--- config.mk ---
export PLATFORM = sky130hd
export DESIGN_NAME = uart_dbg_server
export DESIGN_NICKNAME = d
export VERILOG_FILES = /design/src/uart_dbg_pkg.sv /design/src/uart_dbg_engine.sv /design/src/uart_dbg_rx.sv /design/src/uart_dbg_server.sv /design/src/uart_dbg_tx.sv
export SDC_FILE = /design/constraint.sdc
export NUM_CORES = 2
export LEC_CHECK = 0
export ABC_CLOCK_PERIOD_IN_PS = 6300
export BUFFER_PORTS_ARGS = -buffer_cell sky130_fd_sc_hd__clkbuf_2
export CORE_MARGIN = 2
export CORE_UTILIZATION = 35
export CTS_CLUSTER_DIAMETER = 200
export DETAILED_ROUTE_END_ITERATION = 12
export GPL_ROUTABILITY_DRIVEN = 0
export HOLD_SLACK_MARGIN = 0.03
export PLACE_DENSITY = 0.54
export SYNTH_ARGS = -nofsm -noshare
export SYNTH_HDL_FRONTEND = slang
export SYNTH_SLANG_ARGS = --single-unit
--- constraint.sdc ---
create_clock -name clk -period 6.3 [get_ports clk]
set_input_delay 0.315 -clock clk [delete_from_list [all_inputs] [get_ports clk]]
set_output_delay 0.315 -clock clk [all_outputs]
set_load 0.02 [all_outputs]
--- src/uart_dbg_pkg.sv ---
/*
 * Shared types and protocol constants for the UART debug server.
 * Referenced by scoped name from the RTL and the testbench.
 */
package uart_dbg_pkg;

  //////////////////////////////
  // Byte strobe
  //////////////////////////////

  // One byte on a single-cycle valid strobe
  typedef struct packed {
    logic       valid;
    logic [7:0] data;
  } uart_byte_t;

  // Address or length field as assembled from the line
  typedef logic [63:0] dbg_addr_t;

  //////////////////////////////
  // Protocol byte codes
  //////////////////////////////

  localparam logic [7:0] DbgCmdRead  = 8'h11;
  localparam logic [7:0] DbgCmdWrite = 8'h12;
  localparam logic [7:0] DbgCmdExec  = 8'h13;
  localparam logic [7:0] DbgAck      = 8'h06;
  localparam logic [7:0] DbgEot      = 8'h04;

  // Bytes per address or length field, least significant first
  localparam int DbgFieldBytes = 8;

endpackage

--- src/uart_dbg_engine.sv ---
/*
 * Debug protocol engine. Decodes ACK challenge, read, write and exec
 * commands from received bytes and serves them from a local byte memory.
 */
`timescale 1ns/1ns

module uart_dbg_engine #(
  parameter int MemBytes = 256
) (
  input  logic                    clk,
  input  logic                    rst_n_i,
  input  uart_dbg_pkg::uart_byte_t rx_byte_i,
  input  logic                    tx_busy_i,
  output uart_dbg_pkg::uart_byte_t tx_byte_o,
  output logic                    exec_valid_o,
  output uart_dbg_pkg::dbg_addr_t  exec_addr_o
);

  localparam int AddrBits = $clog2(MemBytes);
  localparam int CntBits  = $clog2(uart_dbg_pkg::DbgFieldBytes);

  typedef enum logic [2:0] {
    EngIdle,
    EngAddr,
    EngLen,
    EngAck,
    EngData,
    EngEot,
    EngExecAck
  } eng_state_e;

  eng_state_e              state_q;
  logic [7:0]              cmd_q;
  logic [CntBits-1:0]      cnt_q;
  uart_dbg_pkg::dbg_addr_t addr_q;
  uart_dbg_pkg::dbg_addr_t len_q;
  uart_dbg_pkg::dbg_addr_t exec_addr_q;
  logic [7:0]              mem [MemBytes];

  logic is_read;
  logic field_last;
  logic data_step;

  assign is_read    = (cmd_q == uart_dbg_pkg::DbgCmdRead);
  assign field_last = rx_byte_i.valid &&
                      (cnt_q == CntBits'(uart_dbg_pkg::DbgFieldBytes - 1));
  // Reads advance on each byte handed to the transmitter, writes on each byte received
  assign data_step  = (state_q == EngData) && (is_read ? !tx_busy_i : rx_byte_i.valid);

  //////////////////////////////
  // Command FSM
  //////////////////////////////

  always_ff @(posedge clk or negedge rst_n_i) begin
    if (!rst_n_i) begin
      state_q     <= EngIdle;
      cmd_q       <= '0;
      cnt_q       <= '0;
      exec_addr_q <= '0;
    end else begin
      case (state_q)
        EngIdle: begin
          cnt_q <= '0;
          if (rx_byte_i.valid) begin
            case (rx_byte_i.data)
              uart_dbg_pkg::DbgAck: begin
                cmd_q   <= rx_byte_i.data;
                state_q <= EngAck;
              end
              uart_dbg_pkg::DbgCmdRead,
              uart_dbg_pkg::DbgCmdWrite,
              uart_dbg_pkg::DbgCmdExec: begin
                cmd_q   <= rx_byte_i.data;
                state_q <= EngAddr;
              end
              default: ;
            endcase
          end
        end
        EngAddr: begin
          if (rx_byte_i.valid) cnt_q <= cnt_q + 1'b1;
          if (field_last) begin
            cnt_q <= '0;
            if (cmd_q == uart_dbg_pkg::DbgCmdExec) begin
              exec_addr_q <= {rx_byte_i.data, addr_q[63:8]};
              state_q     <= EngExecAck;
            end else begin
              state_q <= EngLen;
            end
          end
        end
        EngLen: begin
          if (rx_byte_i.valid) cnt_q <= cnt_q + 1'b1;
          if (field_last) begin
            cnt_q   <= '0;
            state_q <= EngAck;
          end
        end
        EngAck: begin
          if (!tx_busy_i) begin
            if (cmd_q == uart_dbg_pkg::DbgAck) state_q <= EngIdle;
            else if (len_q == '0)              state_q <= EngEot;
            else                               state_q <= EngData;
          end
        end
        EngData: begin
          if (data_step && len_q == 64'd1) state_q <= EngEot;
        end
        EngEot: begin
          if (!tx_busy_i) state_q <= EngIdle;
        end
        default: begin
          if (!tx_busy_i) state_q <= EngIdle;
        end
      endcase
    end
  end

  // Field assembly, least significant byte first, and the running counters
  always_ff @(posedge clk) begin
    if (state_q == EngAddr && rx_byte_i.valid) begin
      addr_q <= {rx_byte_i.data, addr_q[63:8]};
    end else if (state_q == EngLen && rx_byte_i.valid) begin
      len_q <= {rx_byte_i.data, len_q[63:8]};
    end else if (data_step) begin
      addr_q <= addr_q + 1'b1;
      len_q  <= len_q - 1'b1;
    end
  end

  //////////////////////////////
  // Byte memory
  //////////////////////////////

  // Only the low address bits index, so the address wraps on its own
  always_ff @(posedge clk) begin
    if (data_step && !is_read) mem[addr_q[AddrBits-1:0]] <= rx_byte_i.data;
  end

  // Reply byte select
  always_comb begin
    tx_byte_o = '0;
    case (state_q)
      EngAck, EngExecAck: tx_byte_o.data = uart_dbg_pkg::DbgAck;
      EngEot:             tx_byte_o.data = uart_dbg_pkg::DbgEot;
      EngData:            tx_byte_o.data = mem[addr_q[AddrBits-1:0]];
      default:            tx_byte_o.data = '0;
    endcase
    tx_byte_o.valid = !tx_busy_i &&
                      (state_q == EngAck || state_q == EngExecAck || state_q == EngEot ||
                       (state_q == EngData && is_read));
  end

  assign exec_valid_o = (state_q == EngExecAck) && !tx_busy_i;
  assign exec_addr_o  = exec_addr_q;

endmodule

--- src/uart_dbg_rx.sv ---
/*
 * 8N1 UART receiver. Samples each bit in its middle and strobes
 * the byte for one cycle once the stop bit checks out high.
 */
`timescale 1ns/1ns

module uart_dbg_rx #(
  parameter int ClksPerBit = 8
) (
  input  logic                    clk,
  input  logic                    rst_n_i,
  input  logic                    rx_i,
  output uart_dbg_pkg::uart_byte_t byte_o
);

  localparam int CntBits = $clog2(ClksPerBit);

  typedef enum logic [1:0] {RxIdle, RxStart, RxData, RxStop} rx_state_e;

  rx_state_e           state_q;
  logic [CntBits-1:0]  cnt_q;
  logic [2:0]          bit_cnt_q;
  logic                rx_meta_q, rx_sync_q, rx_prev_q;
  logic                valid_q;
  logic [7:0]          data_q;
  logic                bit_end;

  assign bit_end = (cnt_q == CntBits'(ClksPerBit - 1));

  always_ff @(posedge clk or negedge rst_n_i) begin
    if (!rst_n_i) begin
      state_q   <= RxIdle;
      cnt_q     <= '0;
      bit_cnt_q <= '0;
      rx_meta_q <= 1'b1;
      rx_sync_q <= 1'b1;
      rx_prev_q <= 1'b1;
      valid_q   <= 1'b0;
    end else begin
      // Two-flop synchronizer plus one stage for edge detection
      rx_meta_q <= rx_i;
      rx_sync_q <= rx_meta_q;
      rx_prev_q <= rx_sync_q;
      valid_q   <= 1'b0;
      case (state_q)
        RxIdle: begin
          cnt_q <= '0;
          if (rx_prev_q && !rx_sync_q) state_q <= RxStart;
        end
        RxStart: begin
          // Confirm start bit at half a bit time, then realign to mid-bit
          if (cnt_q == CntBits'(ClksPerBit / 2 - 1)) begin
            cnt_q     <= '0;
            bit_cnt_q <= '0;
            state_q   <= rx_sync_q ? RxIdle : RxData;
          end else begin
            cnt_q <= cnt_q + 1'b1;
          end
        end
        RxData: begin
          if (bit_end) begin
            cnt_q     <= '0;
            bit_cnt_q <= bit_cnt_q + 1'b1;
            if (bit_cnt_q == 3'd7) state_q <= RxStop;
          end else begin
            cnt_q <= cnt_q + 1'b1;
          end
        end
        default: begin
          // A low stop bit is a framing error and drops the byte
          if (bit_end) begin
            valid_q <= rx_sync_q;
            state_q <= RxIdle;
          end else begin
            cnt_q <= cnt_q + 1'b1;
          end
        end
      endcase
    end
  end

  // LSB arrives first
  always_ff @(posedge clk) begin
    if (state_q == RxData && bit_end) data_q <= {rx_sync_q, data_q[7:1]};
  end

  assign byte_o.valid = valid_q;
  assign byte_o.data  = data_q;

endmodule

--- src/uart_dbg_server.sv ---
/*
 * UART debug server top level. Receiver and transmitter sit side by
 * side and the command engine ties them together.
 */
`timescale 1ns/1ns

module uart_dbg_server #(
  parameter int ClksPerBit = 8,
  parameter int MemBytes   = 256
) (
  input  logic                   clk,
  input  logic                   rst_n_i,
  input  logic                   uart_rx_i,
  output logic                   uart_tx_o,
  output logic                   exec_valid_o,
  output uart_dbg_pkg::dbg_addr_t exec_addr_o
);

  uart_dbg_pkg::uart_byte_t rx_byte;
  uart_dbg_pkg::uart_byte_t tx_byte;
  logic                     tx_busy;

  uart_dbg_rx #(
    .ClksPerBit ( ClksPerBit )
  ) i_rx (
    .clk     ( clk       ),
    .rst_n_i ( rst_n_i   ),
    .rx_i    ( uart_rx_i ),
    .byte_o  ( rx_byte   )
  );

  uart_dbg_tx #(
    .ClksPerBit ( ClksPerBit )
  ) i_tx (
    .clk     ( clk       ),
    .rst_n_i ( rst_n_i   ),
    .byte_i  ( tx_byte   ),
    .busy_o  ( tx_busy   ),
    .tx_o    ( uart_tx_o )
  );

  uart_dbg_engine #(
    .MemBytes ( MemBytes )
  ) i_engine (
    .clk          ( clk          ),
    .rst_n_i      ( rst_n_i      ),
    .rx_byte_i    ( rx_byte      ),
    .tx_busy_i    ( tx_busy      ),
    .tx_byte_o    ( tx_byte      ),
    .exec_valid_o ( exec_valid_o ),
    .exec_addr_o  ( exec_addr_o  )
  );

endmodule

--- src/uart_dbg_tx.sv ---
/*
 * 8N1 UART transmitter. A strobe while idle loads one frame and the
 * line is driven straight from the low end of the frame register.
 */
`timescale 1ns/1ns

module uart_dbg_tx #(
  parameter int ClksPerBit = 8
) (
  input  logic                    clk,
  input  logic                    rst_n_i,
  input  uart_dbg_pkg::uart_byte_t byte_i,
  output logic                    busy_o,
  output logic                    tx_o
);

  localparam int CntBits = $clog2(ClksPerBit);

  logic [9:0]         frame_q;
  logic [CntBits-1:0] cnt_q;
  logic [3:0]         bits_left_q;
  logic               busy_q;
  logic               tick;

  assign tick = (cnt_q == CntBits'(ClksPerBit - 1));

  always_ff @(posedge clk or negedge rst_n_i) begin
    if (!rst_n_i) begin
      frame_q     <= '1;
      cnt_q       <= '0;
      bits_left_q <= '0;
      busy_q      <= 1'b0;
    end else if (!busy_q) begin
      // Stop bit, data LSB first, start bit at bit 0
      if (byte_i.valid) begin
        frame_q     <= {1'b1, byte_i.data, 1'b0};
        cnt_q       <= '0;
        bits_left_q <= 4'd9;
        busy_q      <= 1'b1;
      end
    end else if (tick) begin
      cnt_q <= '0;
      if (bits_left_q == '0) begin
        // End of stop bit
        busy_q <= 1'b0;
      end else begin
        frame_q     <= {1'b1, frame_q[9:1]};
        bits_left_q <= bits_left_q - 1'b1;
      end
    end else begin
      cnt_q <= cnt_q + 1'b1;
    end
  end

  assign busy_o = busy_q;
  assign tx_o   = frame_q[0];

endmodule

==> results.py <==
metrics = {
    "status": {
        "status": "completed",
    },
    "logic_synthesis": {
        "synth_top_area_share_pct": 71.4,
        "synthFlopType": "edfxtp_1",
        "synthTopCellsByArea": "edfxtp_1 71%, mux4_2 14%, dfrtp_1 2.6%, nor2_1 1.3%, mux2_2 1.0%",
        "yosysSeqAreaShare_pct": 74.5,
        "syn_avg_cell_area_um2": 19.6,
        "ys.warnings.count": 0,
        "syn_nets": 4699,
        "synth_seq_cells": 2299,
        "yosysUniqueCellTypes": 77,
        "synthCells": 4674,
        "synth-edff-count": 2184,
        "syn-cell-area_um2": 91800,
        "async_flop_share_pct": 4.65,
        "synth.largest_area_cell": "edfxtp_1",
    },
    "layout": {
        "layout_common_cells": "2184 x edfxtp_1, 579 x mux4_2, 322 x nor2_1",
        "final_util_pct": 39.7,
        "drive_above_1_share_pct": 24.0,
        "fin_nets": 4838,
        "final_common_cell": "edfxtp_1",
        "areaGrowthSynthToFinish_pct": 13.2,
        "fill_cells": 23393,
    },
    "clock_network": {
        "htreeDepth": 4,
        "cts_tree": "built",
        "clk_pin_slew_worst_paths_ns": 0.07,
        "cts_buffers": 228,
        "cts.sinks": 2299,
        "cts_setup_buffers": 0,
        "cts_buffer_depth": 3,
        "clkLatencyLatePin_ns": 0.90,
        "cts-root-buf": "clkbuf_16",
        "post_cts_resized": 0,
    },
    "power": {
        "p_sw_w": 0.00623,
        "irDropWorstVdd_mv": 0.306,
        "p_seq_share_pct": 54.7,
        "p_int_w": 0.0242,
        "combPwrFrac_pct": 1.4,
        "switching_share_pct": 20.5,
        "power_per_cell_area_nw_per_um2": 293,
        "power.total_w": 0.0304,
        "clkPwrFrac_pct": 43.9,
        "leakage_nw": 31.8,
    },
    "global_routing": {
        "grt_pass1_wl_um": 343000,
        "gr-total-overflow": 0,
        "grt_pass1_vias": 45849,
        "grtUsageTotal_pct": 17.7,
        "antenna_found_initial": 7,
        "grt_start_max_net_pins": 192,
    },
    "worst_setup_path": {
        "r2r_cells": 7,
        "cp.required_ns": 6.82,
        "crit_slowest_cell": "nor3b_1",
        "cp-start-kind": "flip-flop",
        "worstPathMaxFanout": 16,
        "crit_end": "i_engine.mem[145][3]$_DFFE_PP_",
        "r2r-end": "i_engine.mem[145][3]$_DFFE_PP_",
        "cp-end-kind": "flip-flop",
        "crit_start": "i_engine.state_q[2]$_DFFE_PN0P_",
        "r2r_start": "i_engine.state_q[2]$_DFFE_PN0P_",
        "crit_chain": "inv_1 > nor3_1 > nand3b_1 > buf_4 > nor3b_1 > nand2_1 > nor2_1",
        "max_stage_delay_ns": 0.92,
        "cp_data_arrival_time_ns": 5.16,
        "rrSetupSlack_ns": 1.65,
        "worst-setup-path-type": "reg -> reg",
    },
    "drt": {
        "first_pass_iters": 6,
        "postRouteAntennaNets": 0,
        "wirelength_um": 238000,
        "drc_errors": 0,
        "wl_per_cell_um": 27.9,
        "drt_iter0_drc": 5018,
        "vias_per_cell": 5.36,
        "vias": 45661,
    },
    "sta": {
        "slew_violations": 0,
        "hold_violations": 0,
        "fin_setup_tns_ns": 0,
        "worst_pin_slew_ns": 1.20,
        "rsz0062_at_grt": "no",
        "period_needed_ns": 4.65,
        "finalSetupViolCount": 0,
        "fmax_mhz": 215,
        "finClkSkew_ns": 0.0774,
        "worst_hold_slack_ns": 0.128,
        "fin_ws_ns": 1.65,
        "fin_crit_sh_pct": 73.8,
        "relSlewSlack_pct": 20.0,
    },
    "floorplanning": {
        "die_area_um2": 266000,
        "die_x_um": 516,
        "io_pins": 69,
        "core-area_um2": 262000,
        "initial_core_util_pct": 35.1,
        "fp.dieH_um": 516,
        "placementRows": 188,
    },
    "place": {
        "pre_cts_ws_ns": 1.54,
        "port_buffers": 68,
        "dp_hpwl_um": 144000,
    },
    "flow_run": {
        "max-cap-violations": 0,
    },
    "min_path": {
        "hold_path.class": "in -> reg",
    },
}
## cell families after synthesis
family                   share of synthesized area [%]
AO/OA/AOI/OAI                                     2.14
adder cells (fa/ha/maj)                          0.311
flip-flops                                        74.5
buffers and inverters                             1.27
multiplexers                                      16.2
XOR/XNOR                                          1.17
AND/OR/NAND/NOR                                   4.40
## worst max-delay path: cells and delay by family (launching register included)
kind,cells,cell delay [ns]
DFF,1,0.59
and+or+nand+nor,5,3.26
buffers and inverters,2,0.41
## synth_stat cells (37+ instances only)
master / n
edfxtp_1: 2184
mux4_2: 579
nor2_1: 324
nand2_1: 246
clkbuf_1: 154
o21ai_0: 142
dfrtp_1: 95
mux2i_1: 87
mux2_2: 83
xnor2_1: 77
buf_1: 56
buf_2: 53
nand3_1: 51
nor3_1: 46
xor2_1: 46
a22oi_1: 44
nor2b_1: 42
a21oi_1: 37
## stage by stage
stage	cells	instance area, um^2
after floorplan	4674	91800
after global placement	8094	96500
after detailed placement	8094	96500
after CTS	8521	104000
after global routing	8524	104000
final	8524	104000
## area by class of cell
type | count | area, um^2 | share of cell area [%]
multi-input combinational | 2083 | 22300 | 21.4
timing repair buffer | 172 | 1360 | 1.31
sequential | 2299 | 68500 | 65.9
tap | 3515 | 4400 | 4.23
inverter | 29 | 109 | 0.105
clock buffer | 276 | 5990 | 5.76
clock inverter | 147 | 1340 | 1.29
antenna | 3 | 7.51 | 0.00722
## routing by layer
metal | track usage, % | routed length [um] | up-vias
met5 | 0 | 13 | -
met1 | 25.7 | 104000 | 24405
met4 | 4.50 | 5610 | 2
met3 | 3.38 | 16700 | 324
met2 | 27.6 | 112000 | 1618
li1 | - | - | 19312
## worst min-delay path by stage
stage,endpoint,slack (ns),cells past startpoint,from
after CTS,i_rx.rx_meta_q$_DFF_PN1_,0.08,2,uart_rx_i
after global placement,i_rx.rx_sync_q$_DFF_PN1_,0.35,0,i_rx.rx_meta_q$_DFF_PN1_
final,i_rx.rx_meta_q$_DFF_PN1_,0.13,2,uart_rx_i
after detailed placement,i_rx.rx_sync_q$_DFF_PN1_,0.35,0,i_rx.rx_meta_q$_DFF_PN1_
after floorplan,i_engine.cmd_q[0]$_DFFE_PN0P_,0.02,0,rst_n_i
after global routing,i_rx.rx_meta_q$_DFF_PN1_,0.09,2,uart_rx_i
## state kept, by name (all words and copies together), names as in the netlist, named ones only
name                  count
i_engine.mem           2048
i_engine.addr_q          64
i_engine.exec_addr_o     64
i_engine.len_q           64
i_tx.frame_q              9
i_engine.cmd_q            8
i_rx.data_q               8
i_tx.bits_left_q          4
i_engine.cnt_q            3
i_engine.state_q          3
i_rx.bit_cnt_q            3
i_rx.cnt_q                3
i_tx.cnt_q                3
i_rx.state_q              2
i_rx.rx_meta_q            1
i_rx.rx_prev_q            1
i_rx.rx_sync_q            1
i_rx.valid_q              1
i_tx.busy_o               1
## power by group through the flow
stage                     Combinational, W  Sequential, W  Clock, W
after floorplan                   0.000321         0.0169         0
after global placement            0.000413         0.0170         0
after detailed placement          0.000420         0.0170         0
after CTS                         0.000425         0.0167    0.0136
after global routing              0.000484         0.0167    0.0142
final                             0.000420         0.0167    0.0134
## what timing repair did
| item | CTS | global route |
|---|---|---|
| hold buffers | 4 | 0 |
| endpoints found under the hold margin | 53 | 0 |
| endpoints found under the setup margin | 0 | 0 |
Note: power is estimated with default switching activity, not from simulation.
